File: src/hdl/alu_consts.svh
`ifndef ALU_CONSTS_SVH
`define ALU_CONSTS_SVH

// operand and result width
`define DATA_WIDTH 16

// alu opcodes, the shifts share the low two bits with the shifter mode
`define OP_ADD    3'd0
`define OP_SUB    3'd1
`define OP_XOR    3'd2
`define OP_RED    3'd3
`define OP_SLL    3'd4
`define OP_SRA    3'd5
`define OP_ROR    3'd6
`define OP_PADDSB 3'd7

// branch condition codes, evaluated on the stored flags
`define COND_NEQ    3'd0
`define COND_EQ     3'd1
`define COND_GT     3'd2
`define COND_LT     3'd3
`define COND_GTE    3'd4
`define COND_LTE    3'd5
`define COND_OVFL   3'd6
`define COND_UNCOND 3'd7

`endif

File: src/hdl/aluPkg.sv
`default_nettype none

`include "alu_consts.svh"

package aluPkg;

  // one operand or result word
  typedef logic [`DATA_WIDTH-1:0] word_t;

  typedef logic [2:0] opcode_t; // alu opcode, see OP_* values
  typedef logic [2:0] cond_t;   // branch condition, see COND_* values

  // stored processor flags, msb first
  // bit 2 = N, bit 1 = Z, bit 0 = V
  typedef logic [2:0] flags_t;

endpackage

`default_nettype wire

File: src/hdl/alu.sv
`default_nettype none

`include "alu_consts.svh"

module alu import aluPkg::*; (
  input  word_t      a,
  input  word_t      b,
  input  opcode_t    opcode,
  output word_t      result,
  output flags_t     flags,      // {n, z, v}
  output logic [2:0] flagUpdate  // write enables, same order as flags
);

  word_t addSubSum;
  word_t xorResult;
  word_t redResult;
  word_t shiftResult;
  word_t paddsbSum;
  logic  posOvfl;
  logic  negOvfl;
  logic  isAddSub; // add or sub, the only ops touching n and v

  assign isAddSub = (opcode == `OP_ADD) | (opcode == `OP_SUB);

  satAddSub iAddSub (
    .a       (a),
    .b       (b),
    .sub     (opcode == `OP_SUB),
    .sum     (addSubSum),
    .posOvfl (posOvfl),
    .negOvfl (negOvfl)
  );

  paddsb iPaddsb (.a(a), .b(b), .sum(paddsbSum));

  reductionAdder iRed (.a(a), .b(b), .sum(redResult));

  // opcode low bits line up with the shifter modes for sll, sra, ror
  shifter iShift (
    .shiftIn  (a),
    .shiftVal (b[3:0]),
    .mode     (opcode[1:0]),
    .shiftOut (shiftResult)
  );

  assign xorResult = a ^ b;

  always_comb begin
    case (opcode)
      `OP_ADD, `OP_SUB:          result = addSubSum;
      `OP_XOR:                   result = xorResult;
      `OP_RED:                   result = redResult;
      `OP_SLL, `OP_SRA, `OP_ROR: result = shiftResult;
      default:                   result = paddsbSum; // OP_PADDSB
    endcase
  end

  // n is the saturated sign, v reports the true overflow
  assign flags = {addSubSum[15], (result == '0), (posOvfl | negOvfl)};

  // z always written, n and v only by add/sub
  assign flagUpdate = {isAddSub, 1'b1, isAddSub};

endmodule

`default_nettype wire

File: src/hdl/executeUnit.sv
`default_nettype none

module executeUnit import aluPkg::*; (
  input  logic    clk,
  input  logic    reset,
  input  logic    opValid,     // operands and opcode valid this cycle
  input  word_t   opA,
  input  word_t   opB,
  input  opcode_t opcode,
  input  cond_t   cond,        // branch condition to test
  output word_t   result,
  output logic    resultValid, // one cycle pulse per op
  output flags_t  flags,
  output logic    condTrue
);

  word_t      aluResult;
  flags_t     aluFlags;
  logic [2:0] flagUpdate;

  alu iAlu (
    .a          (opA),
    .b          (opB),
    .opcode     (opcode),
    .result     (aluResult),
    .flags      (aluFlags),
    .flagUpdate (flagUpdate)
  );

  // single pipeline stage, a new op can enter every cycle
  always_ff @(posedge clk) begin
    if (reset) begin
      result      <= '0;
      resultValid <= 1'b0;
    end else begin
      resultValid <= opValid;
      if (opValid)
        result <= aluResult; // hold across idle cycles
    end
  end

  // flags land on the same edge as the result
  flagRegister iFlags (
    .clk        (clk),
    .reset      (reset),
    .write      (opValid),
    .flagsIn    (aluFlags),
    .flagUpdate (flagUpdate),
    .cond       (cond),
    .flags      (flags),
    .condTrue   (condTrue)
  );

endmodule

`default_nettype wire

File: src/hdl/flagRegister.sv
`default_nettype none

`include "alu_consts.svh"

module flagRegister import aluPkg::*; (
  input  logic       clk,
  input  logic       reset,
  input  logic       write,      // one op completes this edge
  input  flags_t     flagsIn,
  input  logic [2:0] flagUpdate, // per-bit write mask
  input  cond_t      cond,
  output flags_t     flags,      // stored {n, z, v}
  output logic       condTrue
);

  logic n;
  logic z;
  logic v;

  always_ff @(posedge clk) begin
    if (reset)
      flags <= '0;
    else if (write)
      flags <= (flagUpdate & flagsIn) | (~flagUpdate & flags); // masked merge
  end

  assign {n, z, v} = flags;

  // condition decode on the stored bits only
  always_comb begin
    case (cond)
      `COND_NEQ:  condTrue = ~z;
      `COND_EQ:   condTrue = z;
      `COND_GT:   condTrue = ~z & ~n;
      `COND_LT:   condTrue = n;
      `COND_GTE:  condTrue = z | ~n;
      `COND_LTE:  condTrue = n | z;
      `COND_OVFL: condTrue = v;
      default:    condTrue = 1'b1; // unconditional
    endcase
  end

endmodule

`default_nettype wire

File: src/hdl/paddsb.sv
`default_nettype none

module paddsb import aluPkg::*; (
  input  word_t a,
  input  word_t b,
  output word_t sum
);

  // four independent nibble lanes, no carry crosses a lane boundary
  for (genvar i = 0; i < 4; i++) begin : gLane
    logic [3:0] laneA;
    logic [3:0] laneB;
    logic [3:0] laneRaw; // wrapped lane sum
    logic       lanePos; // lane went past +7
    logic       laneNeg; // lane went past -8

    assign laneA   = a[4*i +: 4];
    assign laneB   = b[4*i +: 4];
    assign laneRaw = laneA + laneB;

    // same sign in, other sign out
    assign lanePos = ~laneA[3] & ~laneB[3] &  laneRaw[3];
    assign laneNeg =  laneA[3] &  laneB[3] & ~laneRaw[3];

    assign sum[4*i +: 4] = lanePos ? 4'h7 :
                           laneNeg ? 4'h8 :
                           laneRaw;
  end

endmodule

`default_nettype wire

File: src/hdl/reductionAdder.sv
`default_nettype none

module reductionAdder import aluPkg::*; (
  input  word_t a,
  input  word_t b,
  output word_t sum
);

  logic [9:0] byteAH; // each byte sign extended to the total width
  logic [9:0] byteAL;
  logic [9:0] byteBH;
  logic [9:0] byteBL;
  logic [9:0] pairA;  // a high + a low
  logic [9:0] pairB;  // b high + b low
  logic [9:0] total;

  assign byteAH = {{2{a[15]}}, a[15:8]};
  assign byteAL = {{2{a[7]}},  a[7:0]};
  assign byteBH = {{2{b[15]}}, b[15:8]};
  assign byteBL = {{2{b[7]}},  b[7:0]};

  // two level tree, 10 bits hold -512..+508 so nothing wraps
  assign pairA = byteAH + byteAL;
  assign pairB = byteBH + byteBL;
  assign total = pairA + pairB;

  // no saturation, just widen to a full word
  assign sum = {{6{total[9]}}, total};

endmodule

`default_nettype wire

File: src/hdl/satAddSub.sv
`default_nettype none

module satAddSub import aluPkg::*; (
  input  word_t a,
  input  word_t b,
  input  logic  sub,     // 1 = a - b
  output word_t sum,
  output logic  posOvfl, // true sum above 16'h7FFF
  output logic  negOvfl  // true sum below 16'h8000
);

  word_t bEff; // b or its ones complement
  word_t raw;  // wrapped sum before clamping

  // subtract as a + ~b + 1, carry-in is the sub bit
  assign bEff = sub ? ~b : b;
  assign raw  = a + bEff + word_t'(sub);

  // overflow only when both inputs share a sign and the result flips it
  assign posOvfl = ~a[15] & ~bEff[15] &  raw[15];
  assign negOvfl =  a[15] &  bEff[15] & ~raw[15];

  always_comb begin
    if (posOvfl)
      sum = 16'h7FFF; // clamp to max positive
    else if (negOvfl)
      sum = 16'h8000; // clamp to max negative
    else
      sum = raw;
  end

endmodule

`default_nettype wire

File: src/hdl/shifter.sv
`default_nettype none

module shifter import aluPkg::*; (
  input  word_t      shiftIn,
  input  logic [3:0] shiftVal, // shift amount 0..15
  input  logic [1:0] mode,     // 0 sll, 1 sra, 2 ror
  output word_t      shiftOut
);

  word_t stage1; // after the 1 bit stage
  word_t stage2; // after the 2 bit stage
  word_t stage4; // after the 4 bit stage

  // one fixed-distance step of the log shifter
  function automatic word_t shiftStage(
    input word_t       din,
    input logic [1:0]  stepMode,
    input int unsigned amt
  );
    case (stepMode)
      2'd0:    shiftStage = din << amt;                    // zero fill
      2'd1:    shiftStage = word_t'($signed(din) >>> amt); // sign fill
      2'd2:    shiftStage = (din >> amt) | (din << (16 - amt));
      default: shiftStage = din; // mode 3 not used by the alu
    endcase
  endfunction

  // each bit of shiftVal enables one stage
  assign stage1   = shiftVal[0] ? shiftStage(shiftIn, mode, 1) : shiftIn;
  assign stage2   = shiftVal[1] ? shiftStage(stage1, mode, 2) : stage1;
  assign stage4   = shiftVal[2] ? shiftStage(stage2, mode, 4) : stage2;
  assign shiftOut = shiftVal[3] ? shiftStage(stage4, mode, 8) : stage4;

endmodule

`default_nettype wire

File: config.mk
export PLATFORM = sky130hd
export DESIGN_NAME = executeUnit
export DESIGN_NICKNAME = d
export VERILOG_FILES = /design/src/hdl/aluPkg.sv /design/src/hdl/alu.sv /design/src/hdl/executeUnit.sv /design/src/hdl/flagRegister.sv /design/src/hdl/paddsb.sv /design/src/hdl/reductionAdder.sv /design/src/hdl/satAddSub.sv /design/src/hdl/shifter.sv
export VERILOG_INCLUDE_DIRS = /design/src /design/src/hdl
export SDC_FILE = /design/constraint.sdc
export NUM_CORES = 1
export LEC_CHECK = 0
export BUFFER_PORTS_ARGS = -buffer_cell sky130_fd_sc_hd__buf_2
export CAP_MARGIN = 15
export CORE_ASPECT_RATIO = 1.25
export CORE_MARGIN = 10
export CORE_UTILIZATION = 40
export DETAILED_ROUTE_END_ITERATION = 16
export SYNTH_ARGS = -nofsm -noshare
export SYNTH_HDL_FRONTEND = slang
export SYNTH_HIERARCHICAL = 1
export SYNTH_SLANG_ARGS = --single-unit
export TNS_END_PERCENT = 20
File: constraint.sdc
create_clock -name clk -period 6.9 [get_ports clk]
set_clock_uncertainty 0.15 [all_clocks]
set_input_delay 0.69 -clock clk [delete_from_list [all_inputs] [get_ports clk]]
set_output_delay 0.69 -clock clk [all_outputs]
set_load 0.03 [all_outputs]
* Yosys cells after proc, flatten, opt, wreduce, memory -nomap -nowiden *
Cells that the tools add are included.

word-level totals
  input bits = 41
  register bits after elaboration = 20
  bits in read-only memories = 0
  RAM bits = 0
  bits in latches = 0
  memories = 0

cells by class
  add/sub/neg operators = 9
  order comparisons = 0
  muxes and demuxes = 21
  reductions and logical operators = 6
  divide/modulo/power cells = 0
  eq/ne operators = 14
  shift operators = 0
  bitwise gates (word level) = 51
  $mul = 0

operators by type and width
  kind                                                              count
  16-bit case mux with 3 select lines                               4
  16-bit 2-to-1 mux                                                 7
  16-bit case mux with 4 select lines                               1
  4-bit 2-to-1 mux                                                  8
  1-bit bitwise AND                                                 21
  8-bit by 8-bit adder with 9-bit output                            2
  3-bit == test (second input constant)                             6
  16-bit by 1-bit adder with 16-bit output                          1
  16-bit adder                                                      1
  4-bit adder                                                       4
  16-bit zero test                                                  1
  1-bit inverter                                                    16
  16-bit inverter                                                   1
  12-bit by 16-bit bitwise OR with 16-bit output                    1
  14-bit by 16-bit bitwise OR with 16-bit output                    1
  15-bit by 16-bit bitwise OR with 16-bit output                    1
  8-bit by 16-bit bitwise OR with 16-bit output                     1
  16-bit bitwise XOR                                                1
  3-bit by 2-bit == test with 1-bit output (second input constant)  4
  10-bit adder                                                      1
  1-bit case mux with 7 select lines                                1
  3-bit bitwise AND                                                 2
  3-bit by 1-bit == test with 1-bit output (second input constant)  2
  3-bit zero test                                                   2
  other kinds (8)                                                   11

* Longest topological paths before layout *
  depth after elaboration = 16
  gate-level depth with buffers = 24

* By module *
Netlist, hierarchy kept.

by module, submodules not included
  module          cells an instance  sequential area each (µm²)  instances  area each (µm²)
  shifter         399                0.0                         1          2573.7
  satAddSub       157                0.0                         1          1163.6
  alu             137                0.0                         1          868.3
  reductionAdder  99                 0.0                         1          854.6
  paddsb          81                 0.0                         1          708.2
  executeUnit     54                 340.3                       1          608.1
  flagRegister    27                 60.1                        1          187.7

* Worst setup path after synthesis *
OpenSTA, ideal clock, no wires.

  kind = input-to-reg
  start point = input port opcode[2]
  end point = register (tool-made name)
  buffers on the path = 4
  library setup time = 0.116 ns
  arrival = 4.848 ns
  stages on the path = 23
  setup slack = 1.786 ns
  required time = 6.634 ns
  cell sequence = buf_2 > nor2_1 > and2_1 > buf_4 > buf_2 > xor2_1 > ha_1 > a21o_1 > a31oi_4 > o221ai_1 > a221oi_1 > fa_1 > nand2_1 > inv_1 > clkbuf_1 > o21ai_0 > nor3_1 > a2111oi_2 > nand3b_1 > nor4_2 > and4_1 > nand3_1 > a21oi_1

RTL lines
  what         RTL line          source
  from (decl)  executeUnit.sv:9  input opcode_t opcode,

==> impl_metrics.prom <==
# TYPE chip_impl_metric gauge
chip_impl_info{name="status",value="finished clean"} 1
chip_impl_metric{name="drt-initial-drc-count",unit=""} 909
chip_impl_metric{name="leakagePower",unit="µW"} 0.00316
chip_impl_info{name="crit_path_end_kind",value="flip-flop"} 1
chip_impl_info{name="clock_tree.root_cell",value="sky130_fd_sc_hd__clkbuf_16"} 1
chip_impl_metric{name="tritoncts_num_sinks",unit=""} 20
chip_impl_metric{name="floorplan.rows",unit=""} 53
chip_impl_metric{name="yosys-mux-area-fraction",unit="%"} 7.11
chip_impl_metric{name="fill_cells",unit=""} 1847
chip_impl_metric{name="max_freq",unit="MHz"} 161
chip_impl_metric{name="report.final.setup_viol",unit=""} 0
chip_impl_metric{name="tightestPinTransition",unit="ns"} 0.963
chip_impl_metric{name="syn-cell-area",unit="mm²"} 0.00696
chip_impl_metric{name="postCtsSetupRepairBufs",unit=""} 0
chip_impl_metric{name="cp.arrival",unit="ns"} 6.20
chip_impl_metric{name="postLayoutSetupSlackWorst",unit="ns"} 0.678
chip_impl_metric{name="post_synth_and_or_nand_nor_area_fraction",unit="%"} 21.4
chip_impl_metric{name="finalWorstPathRequiredPeriod",unit="ns"} 6.22
chip_impl_metric{name="die-height",unit="µm"} 168
chip_impl_metric{name="design.portCount",unit=""} 62
chip_impl_metric{name="mapped_cells",unit=""} 954
chip_impl_metric{name="routabilityCongestion",unit=""} 0.981
chip_impl_metric{name="fraction_of_final_layout_cells_sized_beyond_drive_strength_1",unit="%"} 12.8
chip_impl_metric{name="worst-endpoint-required",unit="ns"} 6.88
chip_impl_metric{name="vias",unit=""} 7648
chip_impl_metric{name="antennaDiodeCount",unit=""} 0
chip_impl_metric{name="reg2reg_slack",unit="ns"} 6.02
chip_impl_metric{name="syn-mean-instance-area",unit="µm²"} 7.30
chip_impl_metric{name="initial_core_util",unit="%"} 41.0
chip_impl_metric{name="timing.final.crit_share",unit="%"} 90.2
chip_impl_metric{name="drtPass1Iterations",unit=""} 5
chip_impl_metric{name="power_density",unit="mW/mm²"} 155
chip_impl_metric{name="finalHoldViolations",unit=""} 0
chip_impl_metric{name="r2r_cells",unit=""} 2
chip_impl_metric{name="path_max_fanout",unit=""} 35
chip_impl_info{name="grt_setup_unrepaired",value="no"} 1
chip_impl_info{name="cts_tree",value="built"} 1
chip_impl_metric{name="final_nets",unit=""} 1073
chip_impl_metric{name="finalNonFillerCells",unit=""} 1176
chip_impl_metric{name="max-slew-margin-rel",unit="%"} 35.3
chip_impl_metric{name="timing_max_transition_violations_final",unit=""} 0
chip_impl_info{name="synth_top_flop_cell",value="sky130_fd_sc_hd__dfxtp_1"} 1
chip_impl_metric{name="wire_per_inst",unit="µm"} 23.8
chip_impl_metric{name="synth-compound-area-share",unit="%"} 32.8
chip_impl_metric{name="ant_nets",unit=""} 0
chip_impl_metric{name="grt_antenna_before_repair",unit=""} 0
chip_impl_metric{name="synthesis.yosys.warnings",unit=""} 6
chip_impl_metric{name="grt_first_pass_wirelength",unit="mm"} 42.5
chip_impl_metric{name="utilization",unit="%"} 42.9
chip_impl_info{name="worstReg2RegEnd",value="result[13]"} 1
chip_impl_metric{name="yosys.cell_types.count",unit=""} 104
chip_impl_metric{name="grt_start_max_net_pins",unit=""} 66
chip_impl_metric{name="buffer_ports.inserted",unit=""} 61
chip_impl_info{name="criticalPathCategory",value="in -> reg"} 1
chip_impl_metric{name="insertion_delay",unit="ns"} 0.25
chip_impl_metric{name="yosys.area.top_type_share",unit="%"} 8.62
chip_impl_metric{name="routed_wirelength",unit="mm"} 28.0
chip_impl_metric{name="maxCapViolCount",unit=""} 0
chip_impl_metric{name="min_path_cells",unit=""} 2
chip_impl_metric{name="grt.overflow.total",unit=""} 0
chip_impl_metric{name="synth.ff_latch_count",unit=""} 20
chip_impl_metric{name="tns",unit="ns"} 0
chip_impl_info{name="r2r-start",value="result[13]"} 1
chip_impl_metric{name="clk_transition_reported_paths",unit="ns"} 0.06
chip_impl_metric{name="post_cts_hold_buffer_count",unit=""} 0
chip_impl_metric{name="post_cts_resized",unit=""} 0
chip_impl_metric{name="synth_xor_xnor_area_share",unit="%"} 6.29
chip_impl_metric{name="ffs_w_async_s_r_synth",unit="%"} 0
chip_impl_metric{name="cts-buffers-inserted",unit=""} 3
chip_impl_metric{name="core",unit="mm²"} 0.0170
chip_impl_info{name="setup.worst_path.start",value="opcode[2]"} 1
chip_impl_metric{name="first_global_vias",unit=""} 7267
chip_impl_metric{name="ir_drop",unit="µV"} 83.6
chip_impl_metric{name="synth_sequential_area_ratio",unit="%"} 5.75
chip_impl_metric{name="post-place-cells",unit=""} 1172
chip_impl_metric{name="number_of_synthesized_flops_with_an_enable_pin",unit=""} 0
chip_impl_metric{name="floorplan.die.width",unit="µm"} 138
chip_impl_metric{name="clockBufferDepth",unit=""} 2
chip_impl_metric{name="yosys.area_share.adder",unit="%"} 16.4
chip_impl_metric{name="syn_nets",unit=""} 1070
chip_impl_metric{name="dp.final_hpwl",unit="mm"} 20.8
chip_impl_metric{name="final.hold.worst_slack",unit="ns"} 0.341
chip_impl_metric{name="htree_num_levels",unit=""} 1
chip_impl_metric{name="drc",unit=""} 0
chip_impl_info{name="netlist_top_cells_area",value="sky130_fd_sc_hd__ha_1, sky130_fd_sc_hd__fa_1, sky130_fd_sc_hd__dfxtp_1"} 1
chip_impl_metric{name="post-place-ws",unit="ns"} 0.466
chip_impl_metric{name="area.growth.synth_to_final",unit="%"} 4.49
chip_impl_info{name="post-synth-top-area-cell",value="sky130_fd_sc_hd__ha_1"} 1
chip_impl_info{name="start_kind",value="input port"} 1
chip_impl_metric{name="track_usage",unit="%"} 22.5
chip_impl_info{name="min_path_type",value="reg -> reg"} 1
chip_impl_info{name="combinational_family_with_the_most_area_after_synthesis",value="compound AO/OA/AOI/OAI gates"} 1
chip_impl_metric{name="detail_route.vias_per_cell",unit=""} 6.50
chip_impl_metric{name="die-area",unit="mm²"} 0.0231
-- critical path: stages --
cell	delay, ns
sky130_fd_sc_hd__buf_2	0.30
sky130_fd_sc_hd__nor2_1	0.20
sky130_fd_sc_hd__and2_1	0.74
sky130_fd_sc_hd__xor2_1	0.20
sky130_fd_sc_hd__ha_1	0.36
sky130_fd_sc_hd__a21oi_1	0.24
sky130_fd_sc_hd__o21ai_4	0.11
sky130_fd_sc_hd__a31oi_4	0.25
sky130_fd_sc_hd__o221ai_1	0.24
sky130_fd_sc_hd__a221oi_1	0.36
sky130_fd_sc_hd__fa_1	0.48
sky130_fd_sc_hd__nand2_1	0.29
sky130_fd_sc_hd__inv_1	0.31
sky130_fd_sc_hd__or3_1	0.41
sky130_fd_sc_hd__nor3_1	0.11
sky130_fd_sc_hd__nand3b_1	0.13
sky130_fd_sc_hd__a21oi_1	0.07
sky130_fd_sc_hd__a32oi_1	0.27
sky130_fd_sc_hd__nor4_1	0.09
sky130_fd_sc_hd__and4_1	0.21
sky130_fd_sc_hd__nand3_1	0.06
sky130_fd_sc_hd__a21oi_1	0.07
-- where the power goes --
| part | total [µW] | switching, µW | internal [µW] |
|---|---|---|---|
| clock network | 158 | 42.8 | 115 |
| logic | 831 | 530 | 301 |
| registers | 135 | 7.50 | 128 |
-- cells in the mapped netlist, types with 21 or more instances --
library cell               count
sky130_fd_sc_hd__a21oi_1      79
sky130_fd_sc_hd__buf_2        24
sky130_fd_sc_hd__clkbuf_1     23
sky130_fd_sc_hd__fa_1         27
sky130_fd_sc_hd__ha_1         48
sky130_fd_sc_hd__inv_1        65
sky130_fd_sc_hd__mux2i_1      37
sky130_fd_sc_hd__nand2_1      90
sky130_fd_sc_hd__nand3_1      24
sky130_fd_sc_hd__nor2_1       63
sky130_fd_sc_hd__nor3_1       21
sky130_fd_sc_hd__o21ai_0      56
sky130_fd_sc_hd__xnor2_1      21
sky130_fd_sc_hd__xor2_1       29
-- metal layers --
metal	part of all wire, %	vias up	track usage, %
met4	5.3	0	11.5
met3	7.8	123	2.49
met5	0	-	0
met1	40	3594	27.6
met2	47	437	37.7
li1	-	3494	-
-- worst min path at each step --
| stage | from | to | slack [ns] |
|---|---|---|---|
| final | result[11] | result[11] | 0.34 |
| after global routing | result[10] | result[10] | 0.36 |
| after CTS | result[11] | result[11] | 0.34 |
| after detailed placement | result[11] | result[11] | 0.33 |
| after global placement | result[10] | result[10] | 0.32 |
| after floorplan | flip-flop | flip-flop | 0.43 |
-- area by class of cell --
type / instances / area (µm²) / share of cell area [%]
multi-input cells: 793 / 5860 / 80.5
clock buffers: 3 / 75.1 / 1.03
repair buffers: 72 / 388 / 5.33
inverters: 67 / 251 / 3.46
flip-flops and latches: 20 / 400 / 5.50
well taps: 220 / 275 / 3.78
clock inverters: 1 / 30.0 / 0.413
-- cell usage in the layout, fill, tap and decap left out, types with 5 or more instances in the layout --
master and n:
sky130_fd_sc_hd__nand2_1 90, sky130_fd_sc_hd__and2_1 9, sky130_fd_sc_hd__xor2_1 29, sky130_fd_sc_hd__a211o_1 5, sky130_fd_sc_hd__a31oi_1 10, sky130_fd_sc_hd__o2111ai_1 6, sky130_fd_sc_hd__a32oi_1 11, sky130_fd_sc_hd__nor3_1 21
sky130_fd_sc_hd__a21oi_1 79, sky130_fd_sc_hd__a22oi_1 10, sky130_fd_sc_hd__ha_1 48, sky130_fd_sc_hd__o22ai_1 17, sky130_fd_sc_hd__and3_1 9, sky130_fd_sc_hd__o211ai_1 14, sky130_fd_sc_hd__buf_4 11, sky130_fd_sc_hd__nor2_1 63
sky130_fd_sc_hd__xnor2_1 21, sky130_fd_sc_hd__o21a_1 9, sky130_fd_sc_hd__nor2b_1 13, sky130_fd_sc_hd__o21ai_0 56, sky130_fd_sc_hd__a211oi_1 16, sky130_fd_sc_hd__a21o_1 17, sky130_fd_sc_hd__nand3b_1 8, sky130_fd_sc_hd__nand2b_1 16
sky130_fd_sc_hd__buf_2 61, sky130_fd_sc_hd__mux2i_1 37, sky130_fd_sc_hd__dfxtp_1 20, sky130_fd_sc_hd__inv_1 65, sky130_fd_sc_hd__nand3_1 24, sky130_fd_sc_hd__nand4_1 6, sky130_fd_sc_hd__fa_1 27
-- kinds of logic (layout without fill, tap and decap cells) --
logic type,Yosys count,after routing
multiplexers,46,46
other,1,1
adder cells (fa/ha/maj),75,75
AO/OA/AOI/OAI,325,325
AND/OR/NAND/NOR,296,296
XOR/XNOR,50,50
flip-flops,20,20
buffers and inverters,141,143
-- through the flow --
| step | power [µW] | cell area (µm²) |
|---|---|---|
| 2_1_floorplan | 768 | 6960 |
| 3_3_place_gp | 952 | 7170 |
| 3_5_place_dp | 951 | 7170 |
| 4_1_cts | 1110 | 7280 |
| 5_1_grt | 1200 | 7280 |
| 6_report | 1120 | 7280 |
No activity file was read; power rests on OpenSTA's default activity.
